**src/design/hdr_consts.svh**
```systemverilog
`ifndef HDR_CONSTS_SVH
`define HDR_CONSTS_SVH

// character index and left count width
`define HDR_CHAR_W 8

// backtrack run counter width
`define HDR_RUN_W 8

// a run reaching this many zeros goes out as its own event
`define HDR_RUN_MAX 255

// event FIFO entries
`define HDR_QUEUE_DEPTH 8

`endif

```
**src/design/hdr_pkg.sv**
```systemverilog
`default_nettype none

`include "hdr_consts.svh"

package hdr_pkg;

    // event kinds queued between input side and serializer
    typedef enum logic [1:0] {
        // leaf record, 1 + char index and maybe 1 + left count
        EV_CHAR = 2'd0,
        // saturated backtrack run, zeros only
        EV_RUN  = 2'd1,
        // end of walk, pending zeros then flush
        EV_END  = 2'd2
    } hdr_kind_t;

    // one queued event, 27 bits
    typedef struct packed {
        hdr_kind_t               kind;
        // zeros sent ahead of the event's own fields
        logic [`HDR_RUN_W-1:0]   lead_zeros;
        logic [`HDR_CHAR_W-1:0]  char_index;
        // leaf is a left child
        logic                    left;
        logic [`HDR_CHAR_W-1:0]  num_lefts;
    } hdr_event_t;

endpackage

`default_nettype wire

```
**src/design/hdr_event_if.sv**
```systemverilog
`timescale 1ns/1ps
`default_nettype none

// event handoff from the input FIFO to the bit serializer
interface hdr_event_if import hdr_pkg::*; ();

    // head entry present
    logic       not_empty;
    // head entry, valid while not_empty
    hdr_event_t event_word;
    // single-cycle strobe, head advances on this edge
    logic       pop;

    // FIFO side
    modport queue (
        output not_empty,
        output event_word,
        input  pop
    );

    // serializer side, pop only while not_empty
    modport serializer (
        input  not_empty,
        input  event_word,
        output pop
    );

endinterface

`default_nettype wire

```
**src/design/hdr_event_queue.sv**
```systemverilog
`timescale 1ns/1ps
`default_nettype none

`include "hdr_consts.svh"

module hdr_event_queue import hdr_pkg::*; (
    input  logic                   clk,
    input  logic                   reset,
    input  logic                   char_found,
    input  logic [`HDR_CHAR_W-1:0] char_index,
    input  logic                   char_left,
    input  logic [`HDR_CHAR_W-1:0] num_lefts,
    input  logic                   backtrack,
    input  logic                   tree_done,
    hdr_event_if.queue             evq,
    output logic                   overflow
);

    localparam int DEPTH = `HDR_QUEUE_DEPTH;
    localparam int PTR_W = $clog2(DEPTH);
    localparam logic [PTR_W-1:0] PTR_LAST = PTR_W'(DEPTH - 1);
    localparam logic [PTR_W:0] COUNT_FULL = (PTR_W + 1)'(DEPTH);
    // counter value one short of a saturated run
    localparam logic [`HDR_RUN_W-1:0] RUN_LAST = `HDR_RUN_MAX - 1;
    localparam logic [`HDR_RUN_W-1:0] RUN_FULL = `HDR_RUN_MAX;

    logic [`HDR_RUN_W-1:0] run_cnt;
    logic [`HDR_RUN_W-1:0] run_next;
    logic                  wr_req;
    hdr_event_t            wr_event;

    hdr_event_t            mem [DEPTH];
    logic [PTR_W-1:0]      wr_ptr;
    logic [PTR_W-1:0]      rd_ptr;
    logic [PTR_W:0]        count;
    logic                  full;
    logic                  push;
    logic                  do_pop;

    // event build, one write per cycle at most
    always_comb begin
        wr_req   = 1'b0;
        run_next = run_cnt;
        // leaf fields by default, pending run rides along
        wr_event = '{kind: EV_CHAR, lead_zeros: run_cnt, char_index: char_index,
                     left: char_left, num_lefts: num_lefts};
        if (char_found) begin
            // leaf wins, same-cycle backtrack dropped
            wr_req   = 1'b1;
            run_next = '0;
        end else if (tree_done) begin
            wr_req        = 1'b1;
            wr_event.kind = EV_END;
            run_next      = '0;
        end else if (backtrack) begin
            if (run_cnt == RUN_LAST) begin
                // run saturates, flush as zeros-only event
                wr_req              = 1'b1;
                wr_event.kind       = EV_RUN;
                wr_event.lead_zeros = RUN_FULL;
                run_next            = '0;
            end else begin
                run_next = run_cnt + 1'b1;
            end
        end
    end

    assign full   = (count == COUNT_FULL);
    // write into a full FIFO is lost
    assign push   = wr_req && !full;
    assign do_pop = evq.pop && evq.not_empty;

    // control state
    always_ff @(posedge clk) begin
        if (reset) begin
            run_cnt  <= '0;
            wr_ptr   <= '0;
            rd_ptr   <= '0;
            count    <= '0;
            overflow <= 1'b0;
        end else begin
            run_cnt <= run_next;
            if (push) begin
                wr_ptr <= (wr_ptr == PTR_LAST) ? '0 : wr_ptr + 1'b1;
            end
            if (do_pop) begin
                rd_ptr <= (rd_ptr == PTR_LAST) ? '0 : rd_ptr + 1'b1;
            end
            case ({push, do_pop})
                2'b10:   count <= count + 1'b1;
                2'b01:   count <= count - 1'b1;
                default: count <= count;
            endcase
            // sticky until reset
            if (wr_req && full) begin
                overflow <= 1'b1;
            end
        end
    end

    // storage, no reset
    always_ff @(posedge clk) begin
        if (push) begin
            mem[wr_ptr] <= wr_event;
        end
    end

    assign evq.not_empty  = (count != '0);
    assign evq.event_word = mem[rd_ptr];

endmodule

`default_nettype wire

```
**src/design/hdr_bit_serializer.sv**
```systemverilog
`timescale 1ns/1ps
`default_nettype none

`include "hdr_consts.svh"

module hdr_bit_serializer import hdr_pkg::*; (
    input  logic           clk,
    input  logic           reset,
    hdr_event_if.serializer evq,
    output logic           bit_valid,
    output logic           bit_value,
    output logic           end_strobe
);

    typedef enum logic [2:0] {
        S_IDLE,
        S_ZEROS,
        S_CHAR,
        S_LEFTS,
        S_END
    } ser_state_t;

    // bit index of the last field bit, 9 bits counted 8 down to 0
    localparam logic [3:0] FIELD_BITS = `HDR_CHAR_W;

    ser_state_t              state;
    hdr_event_t              ev_q;
    logic [`HDR_RUN_W-1:0]   zcnt;
    logic [3:0]              bcnt;
    // leading 1 plus 8-bit field, MSB out first
    logic [`HDR_CHAR_W:0]    shreg;

    // state once the zero run is done
    function automatic ser_state_t field_state(input hdr_event_t ev);
        ser_state_t st;
        case (ev.kind)
            EV_CHAR: st = S_CHAR;
            EV_END:  st = S_END;
            // saturated run has no fields
            default: st = S_IDLE;
        endcase
        return st;
    endfunction

    // pop straight from idle, head is latched on the same edge
    assign evq.pop = (state == S_IDLE) && evq.not_empty;

    always_ff @(posedge clk) begin
        if (reset) begin
            state <= S_IDLE;
            zcnt  <= '0;
            bcnt  <= '0;
        end else begin
            case (state)
                S_IDLE: begin
                    if (evq.not_empty) begin
                        bcnt <= FIELD_BITS;
                        if (evq.event_word.lead_zeros != '0) begin
                            state <= S_ZEROS;
                            zcnt  <= evq.event_word.lead_zeros;
                        end else begin
                            state <= field_state(evq.event_word);
                        end
                    end
                end
                S_ZEROS: begin
                    // one zero per backtrack
                    zcnt <= zcnt - 1'b1;
                    if (zcnt == 1) begin
                        state <= field_state(ev_q);
                    end
                end
                S_CHAR: begin
                    if (bcnt == '0) begin
                        // left count only for left leaves with lefts pending
                        if (ev_q.left && ev_q.num_lefts != '0) begin
                            state <= S_LEFTS;
                            bcnt  <= FIELD_BITS;
                        end else begin
                            state <= S_IDLE;
                        end
                    end else begin
                        bcnt <= bcnt - 1'b1;
                    end
                end
                S_LEFTS: begin
                    if (bcnt == '0) begin
                        state <= S_IDLE;
                    end else begin
                        bcnt <= bcnt - 1'b1;
                    end
                end
                // single flush cycle
                S_END:   state <= S_IDLE;
                default: state <= S_IDLE;
            endcase
        end
    end

    // event payload and field shifter
    always_ff @(posedge clk) begin
        case (state)
            S_IDLE: begin
                if (evq.not_empty) begin
                    ev_q  <= evq.event_word;
                    shreg <= {1'b1, evq.event_word.char_index};
                end
            end
            S_CHAR: begin
                // reload with the left-count field after the 9th bit
                if (bcnt == '0) begin
                    shreg <= {1'b1, ev_q.num_lefts};
                end else begin
                    shreg <= {shreg[`HDR_CHAR_W-1:0], 1'b0};
                end
            end
            S_LEFTS: shreg <= {shreg[`HDR_CHAR_W-1:0], 1'b0};
            default: ;
        endcase
    end

    assign bit_valid  = (state == S_ZEROS) || (state == S_CHAR) || (state == S_LEFTS);
    // zero run bits are 0, field bits come off the shifter MSB
    assign bit_value  = ((state == S_CHAR) || (state == S_LEFTS)) && shreg[`HDR_CHAR_W];
    assign end_strobe = (state == S_END);

endmodule

`default_nettype wire

```
**src/design/hdr_byte_packer.sv**
```systemverilog
`timescale 1ns/1ps
`default_nettype none

module hdr_byte_packer (
    input  logic       clk,
    input  logic       reset,
    input  logic       bit_valid,
    input  logic       bit_value,
    input  logic       end_strobe,
    output logic       byte_valid,
    output logic [7:0] byte_data,
    output logic       byte_last
);

    // newest bit at lsb, older bits above
    logic [7:0] pack_q;
    // bits held in pack_q, 0 means empty
    logic [2:0] fill;
    logic [7:0] shifted;
    // zero bits needed to left-align a partial byte
    logic [3:0] pad;
    logic [7:0] aligned;

    assign shifted = {pack_q[6:0], bit_value};
    assign pad     = 4'd8 - {1'b0, fill};
    // stale bits above fill drop off the top
    assign aligned = (fill == '0) ? 8'h00 : (pack_q << pad);

    // control, single-cycle strobes
    always_ff @(posedge clk) begin
        if (reset) begin
            fill       <= '0;
            byte_valid <= 1'b0;
            byte_last  <= 1'b0;
        end else begin
            byte_valid <= 1'b0;
            byte_last  <= 1'b0;
            if (end_strobe) begin
                // flush, partial or empty
                byte_valid <= 1'b1;
                byte_last  <= 1'b1;
                fill       <= '0;
            end else if (bit_valid) begin
                // wraps to 0 on the eighth bit
                fill <= fill + 1'b1;
                if (fill == 3'd7) begin
                    byte_valid <= 1'b1;
                end
            end
        end
    end

    // data path, no reset
    always_ff @(posedge clk) begin
        if (end_strobe) begin
            byte_data <= aligned;
        end else if (bit_valid) begin
            pack_q <= shifted;
            if (fill == 3'd7) begin
                byte_data <= shifted;
            end
        end
    end

endmodule

`default_nettype wire

```
**src/design/huffman_header_writer.sv**
```systemverilog
`timescale 1ns/1ps
`default_nettype none

`include "hdr_consts.svh"

module huffman_header_writer (
    input  logic                   clk,
    input  logic                   reset,
    // tree walker strobes
    input  logic                   char_found,
    input  logic [`HDR_CHAR_W-1:0] char_index,
    input  logic                   char_left,
    input  logic [`HDR_CHAR_W-1:0] num_lefts,
    input  logic                   backtrack,
    input  logic                   tree_done,
    // header byte stream
    output logic                   byte_valid,
    output logic [7:0]             byte_data,
    output logic                   byte_last,
    // sticky FIFO overflow
    output logic                   overflow
);

    // serializer to packer bit stream
    logic bit_valid;
    logic bit_value;
    logic end_strobe;

    hdr_event_if u_evq_if ();

    // backtrack run folding and event FIFO
    hdr_event_queue u_hdr_event_queue (
        .clk        (clk),
        .reset      (reset),
        .char_found (char_found),
        .char_index (char_index),
        .char_left  (char_left),
        .num_lefts  (num_lefts),
        .backtrack  (backtrack),
        .tree_done  (tree_done),
        .evq        (u_evq_if.queue),
        .overflow   (overflow)
    );

    // events to one bit per cycle
    hdr_bit_serializer u_hdr_bit_serializer (
        .clk        (clk),
        .reset      (reset),
        .evq        (u_evq_if.serializer),
        .bit_valid  (bit_valid),
        .bit_value  (bit_value),
        .end_strobe (end_strobe)
    );

    // bits to bytes, MSB first
    hdr_byte_packer u_hdr_byte_packer (
        .clk        (clk),
        .reset      (reset),
        .bit_valid  (bit_valid),
        .bit_value  (bit_value),
        .end_strobe (end_strobe),
        .byte_valid (byte_valid),
        .byte_data  (byte_data),
        .byte_last  (byte_last)
    );

endmodule

`default_nettype wire

```
**config.mk**
```make
export PLATFORM = sky130hd
export DESIGN_NAME = huffman_header_writer
export DESIGN_NICKNAME = d
export VERILOG_FILES = /design/src/design/hdr_pkg.sv /design/src/design/hdr_event_if.sv /design/src/design/hdr_event_queue.sv /design/src/design/hdr_bit_serializer.sv /design/src/design/hdr_byte_packer.sv /design/src/design/huffman_header_writer.sv
export VERILOG_INCLUDE_DIRS = /design/src /design/src/design
export SDC_FILE = /design/constraint.sdc
export NUM_CORES = 1
export LEC_CHECK = 0
export BUFFER_PORTS_ARGS = -buffer_cell sky130_fd_sc_hd__buf_2
export CORE_ASPECT_RATIO = 0.5
export CORE_MARGIN = 5
export CORE_UTILIZATION = 40
export CTS_CLUSTER_DIAMETER = 60
export DETAILED_ROUTE_END_ITERATION = 10
export PLACE_DENSITY = 0.52
export SYNTH_ARGS = -nofsm -noshare
export SYNTH_HDL_FRONTEND = slang
export SYNTH_SLANG_ARGS = --single-unit
```
**constraint.sdc**
```tcl
create_clock -name clk -period 9.3 [get_ports clk]
set_clock_uncertainty 0.1 [all_clocks]
set_input_delay 0 -clock clk [delete_from_list [all_inputs] [get_ports clk]]
set_output_delay 0 -clock clk [all_outputs]
set_load 0.02 [all_outputs]
```
* Yosys cells after proc, flatten, opt, wreduce, memory -nomap -nowiden
Memory sizes are Yosys's and may differ from the RTL's. A register that Yosys moved wholly into a read port is not among the register bits.
Cells that the tools add are included.
** Operators by class
- Shift operators :: 1
- Equality and inequality tests :: 21
- Bitwise operators :: 1
- Multiplexer cells :: 45
- Add/subtract/negate cells :: 9
- Reduce and logical (&&, ||, !) cells :: 32
** Operators with widths (count)
- 8-bit two-way mux :: 8
- 3-bit two-way mux :: 9
- 9-bit two-way mux :: 3
- 9-bit one-hot mux with 3 select lines :: 1
- 10-bit two-way mux :: 2
- 4-bit two-way mux :: 4
- 8-bit one-hot mux with 2 select lines :: 1
- 8-bit nonzero test :: 2
- 3-bit equality test (second input constant) :: 4
- 3-bit one-hot mux with 2 select lines :: 2
- 3-bit one-hot mux with 4 select lines :: 1
- 4-bit one-hot mux with 3 select lines :: 1
- 1-bit two-way mux :: 10
- 3-bit by 1-bit adder with 3-bit output (second input constant) :: 3
- 8-bit by 1-bit adder with 8-bit output (second input constant) :: 1
- 8-bit by 1-bit equality test with 1-bit output (second input constant) :: 1
- 8-bit equality test (second input constant) :: 1
- 2-bit by 1-bit != test with 1-bit output (second input constant) :: 4
- 4-bit one-hot mux with 2 select lines :: 1
- 2-bit AND reduction :: 4
- 4-bit AND reduction :: 2
- 2-bit nonzero test :: 4
- 8-bit by 4-bit << shifter with 8-bit output :: 1
- 4-bit by 1-bit subtractor with 4-bit output (second input constant) :: 2
- other kinds (23) :: 37
** Word-level totals
- Word-level logic and storage cells :: 127
- Flip-flop bits (word level) :: 75
- RAM bits :: 216
- Memories kept :: 1
** Memory list
- u_hdr_event_queue.mem :: words 8, width 27, read ports 1, clocked after Yosys merged registers in 1, write ports 1, RTL line hdr_event_queue.sv:32 : hdr_event_t mem [DEPTH];

* Depth between registers and ports, before layout
- Word-level depth :: 8
- Mapped depth :: 12

* Cells and area by module
From an unflattened synthesis, not the netlist that was laid out.
** Unflattened totals
- Cells, all modules :: 722
- Area total of the unflattened synthesis :: 12454.4 µm²
** Modules (own cells, without submodules)
- hdr_event_queue :: area each 9399.0 µm², sequential area each 6926.6 µm², cells each 448, instances 1
- hdr_bit_serializer :: area each 1959.4 µm², sequential area each 900.9 µm², cells each 191, instances 1
- hdr_byte_packer :: area each 1096.1 µm², sequential area each 580.6 µm², cells each 83, instances 1

* Least setup slack after synthesis
No wires, ideal clock.
- Kind :: reg2reg
- From :: register u_hdr_event_queue.run_cnt[0]
- To :: memory u_hdr_event_queue.mem[0][0] (netlist name) (enable)
- Path slack :: 4994 ps
- Cell stages (with the launch flop) :: 7
- Path buffers :: 0
- Arrival :: 3726 ps
- Setup time :: 480 ps
- Path through :: dfxtp_1 > inv_1 > ha_1 > nand4_1 > o21ai_1 > nand2_1 > nor4_1
** Between the ends
- Word-level cells in the longest chain between the ends :: 8
** RTL lines
- start: declaration :: RTL line hdr_event_queue.sv:27 : logic [`HDR_RUN_W-1:0] run_cnt;
- start signal: assignment :: RTL line hdr_event_queue.sv:82 : run_cnt <= run_next;
- 8-bit equality test :: RTL line hdr_event_queue.sv:56 : if (run_cnt == RUN_LAST) begin
- 1-bit two-way mux :: RTL line hdr_event_queue.sv:56
- 1-bit two-way mux :: RTL line hdr_event_queue.sv:55 : end else if (backtrack) begin
- 1-bit two-way mux :: RTL line hdr_event_queue.sv:51 : end else if (tree_done) begin
- 1-bit two-way mux :: RTL line hdr_event_queue.sv:47 : if (char_found) begin
- 1-bit logical AND :: RTL line hdr_event_queue.sv:70 : assign push = wr_req && !full;
- 1-bit two-way mux :: RTL line hdr_event_queue.sv:103 : if (push) begin
- 1-bit two-way mux (not written as such) :: RTL line hdr_event_queue.sv:104 : mem[wr_ptr] <= wr_event;
- end: declaration :: RTL line hdr_event_queue.sv:32
Every way passes these cells.

* Worst setup path in the final report
- From :: register u_hdr_event_queue.count[0]
- To :: register u_hdr_event_queue.count[2]
** Between the ends
- Word-level cells in the longest chain between the ends :: 5
- Elaborated cells on any way between the ends :: 12
** RTL lines
- start: declaration :: RTL line hdr_event_queue.sv:35 : logic [PTR_W:0] count;
- start signal: assignment :: RTL line hdr_event_queue.sv:90 : 2'b10: count <= count + 1'b1;
- start signal: assignment :: RTL line hdr_event_queue.sv:91 : 2'b01: count <= count - 1'b1;
- start signal: assignment :: RTL line hdr_event_queue.sv:92 : default: count <= count;
- 4-bit equality test or 4-bit nonzero test (tied branches) :: RTL line hdr_event_queue.sv:68, hdr_event_queue.sv:108
- 1-bit logical NOT or 1-bit logical AND (tied branches) :: RTL line hdr_event_queue.sv:70, hdr_bit_serializer.sv:46
- 1-bit logical AND (on tied branches) :: RTL line hdr_event_queue.sv:70, hdr_event_queue.sv:71
- 2-bit by 1-bit equality test with 1-bit output or 2-bit equality test (tied branches) :: RTL line hdr_event_queue.sv:89 : case ({push, do_pop})
- 4-bit one-hot mux with 2 select lines or 2-bit nonzero test (tied branches)
Several ways; a longest one is shown, not always the timed one.
A chain may end at the register's enable or synchronous reset.

==> metrics.cfg <==
[synth]
ys_types = 66
yosys_warnings = 0
seq_area_frac_synth_pct = 69.00
synth_area_per_cell_um2 = 16.88
ys.flop_type = edfxtp_1
syn-instance-count = 722
synth_top_area_share_pct = 62.10
synth-edff-count = 252
syn_nets = 761
synth_area_leader_cell = edfxtp_1
synthesis.area_mm2 = 0.01219
synth-seq-cells = 294
synthTopCellsByArea = edfxtp_1 (62%), mux4_2 (9.4%), dfxtp_1 (6.9%), mux2i_1 (2.1%), ha_1 (1.7%)
async_flop_share_pct = 0

[sta]
fin_crit_sh_pct = 36.47
drv_slew = 0
hold_viol_final = 0
rsz0062_at_grt = false
fin_setup_tns_ns = 0
min_period_ns = 3.392
slew-limit-headroom_pct = 22.37
max_slew.worst_pin.slew_ns = 1.162
finalSetupViolations = 0
fmax_ghz = 0.2948
fin_ws_ns = 5.908

[status]
outcome = finished, final reports clean

[global_route]
track_usage_pct = 14.46
grt_pass1_wl_um = 38860
first_global_vias = 6422
grt.overflow.total = 0
grt_max_degree = 54
antenna_found_initial = 0

[placed_design]
portBuffers = 32
pre_cts_slack_ns = 5.952
place.gp.congestion = 0.7808
dp_hpwl_um = 14290

[power]
p_per_area_mw_per_mm2 = 284.4
vdd_drop_max_v = 0.0001744
p_total_mw = 3.949
leakage_nw = 4.486

[drt]
ant_nets = 0
drt_iter0_drc = 381
drc_errors = 0
wl_per_cell_um = 20.69
viasPerCell = 5.372
wl_um = 24680
vias = 6409
drtPass1Iterations = 4

[clock_network]
numCtsBuffers = 28
cts_buffer_depth = 3
cts_tree = built
ctsHtreeMaxLevel = 1
insertion_delay_ns = 0.57
root_buffer = clkbuf_16
clkTransAtPathRegs_ns = 0.07
postCtsSetupBuffers = 0
clock-sinks = 294
ctsResizeCount = 0

[layout]
final_cell_mix = edfxtp_1 (252), mux4_2 (51), nor2_1 (44)
final_common_cell = edfxtp_1
drive_above_1_share_pct = 22.54
nNetsFinal = 811
area_delta_synth_final_pct = 13.94
antenna_cells = 0

[critical_path]
max_stage_delay_ns = 0.64
worstPathArrival_ns = 3.77
cp_top_family = simple AND/OR/NAND/NOR gates
cp-start-kind = flip-flop
worst_ep_required_time_ns = 9.68
endpoint_kind = flip-flop
path_buf_inv = 1
cp_cell_sequence = nor4_2 -> or4_1 -> inv_1 -> ha_1 -> xor2_1 -> ha_1 -> a21oi_1 -> xor2_1 -> or3_1 -> a21oi_1
worstPathMaxFanout = 20
cp_slowest_cell = or4_1
worstSetupPathType = reg -> reg

[floorplan]
rows = 45
fp.dieH_um = 133.4
core_mm2 = 0.03018
die_x_um = 256.8
boundaryPins = 33
start_util_pct = 40.38
die_area_mm2 = 0.03427

[min_path]
min-delay-path-class = in -> reg

[run]
maxCapViolCount = 0

## through the flow
stage	instances	area, um^2	utilization, %	hold slack (ns)
detailed placement	1120	12730	42.17	0.1786
finish	1193	13880	46.01	0.1385
global placement	1120	12730	42.17	0.1680
global route	1193	13880	46.01	0.1428
floorplan	722	12190	-	-0.001131
CTS	1193	13880	46.01	0.1117
## power breakdown
group | total, mW | switching (mW) | internal [mW]
logic | 0.977 | 0.552 | 0.425
registers | 1.81 | 0.125 | 1.68
clock network | 1.16 | 0.488 | 0.676
## repair_timing
| action | in CTS | in global routing |
|---|---|---|
| setup endpoints to repair | 0 | 0 |
| hold buffers | 21 | 0 |
| endpoints found under the hold margin | 189 | 0 |
## worst paths after layout
check	start	end	slack, ns	cells after the start
min	char_index[2]	u_hdr_event_queue.mem[6][11]	0.14	2
min reg2reg	u_hdr_event_queue.rd_ptr[2]	flip-flop	0.38	2
max	u_hdr_event_queue.count[0]	u_hdr_event_queue.count[2]	5.91	10
max reg2reg	u_hdr_event_queue.count[0]	u_hdr_event_queue.count[2]	5.91	10
## area by class of cell
cell class,instances,area [um^2]
timing repair buffer,62,437.9
multi-input combinational,373,3536
clock inverter,18,215.2
clock buffer,34,733.2
fill,2611,16290
tap,399,499.2
inverter,13,48.80
sequential,294,8414
## sequential cells by signal, indices dropped and copies added, names as in the netlist, 8 cells and up, named ones only
signal and cells:
u_hdr_bit_serializer.zcnt 8, u_hdr_byte_packer.pack_q 8, u_hdr_bit_serializer.shreg 9, u_hdr_event_queue.mem 216, u_hdr_event_queue.run_cnt 8, u_hdr_bit_serializer.ev_q 11, u_hdr_byte_packer.byte_data 8
## logic make-up (layout without fill, tap and decap cells)
group                    count (synthesis)  count (layout)  share of synthesized area (%)
AO/OA/AOI/OAI                           92              92                          5.185
XOR/XNOR                                14              14                          1.006
adder cells (fa/ha/maj)                 17              17                          1.746
buffers and inverters                   55             127                          2.382
flip-flops                             294             294                          69.00
multiplexers                            96              96                          14.07
AND/OR/NAND/NOR                        154             154                          6.613
## routing by layer
metal	vias up	share of wire, %	GRT usage, %
li1	2967	-	-
met1	3310	50	21.47
met2	105	45	22.73
met3	27	3.8	2.595
met4	0	1.6	2.799
met5	-	0	0
## cells in the mapped netlist, drive strengths merged (6+ instances only)
library cell,n
a211oi,8
nor2,47
buf,17
inv,13
nor3,16
and2,7
or4,8
xor2,8
o211ai,7
mux2,14
mux4,57
o21ai,14
xnor2,6
mux2i,25
nand2,33
nor4,6
a21oi,30
edfxtp,252
dfxtp,42
clkbuf,25
ha,17
(Power assumes the default switching activity.)
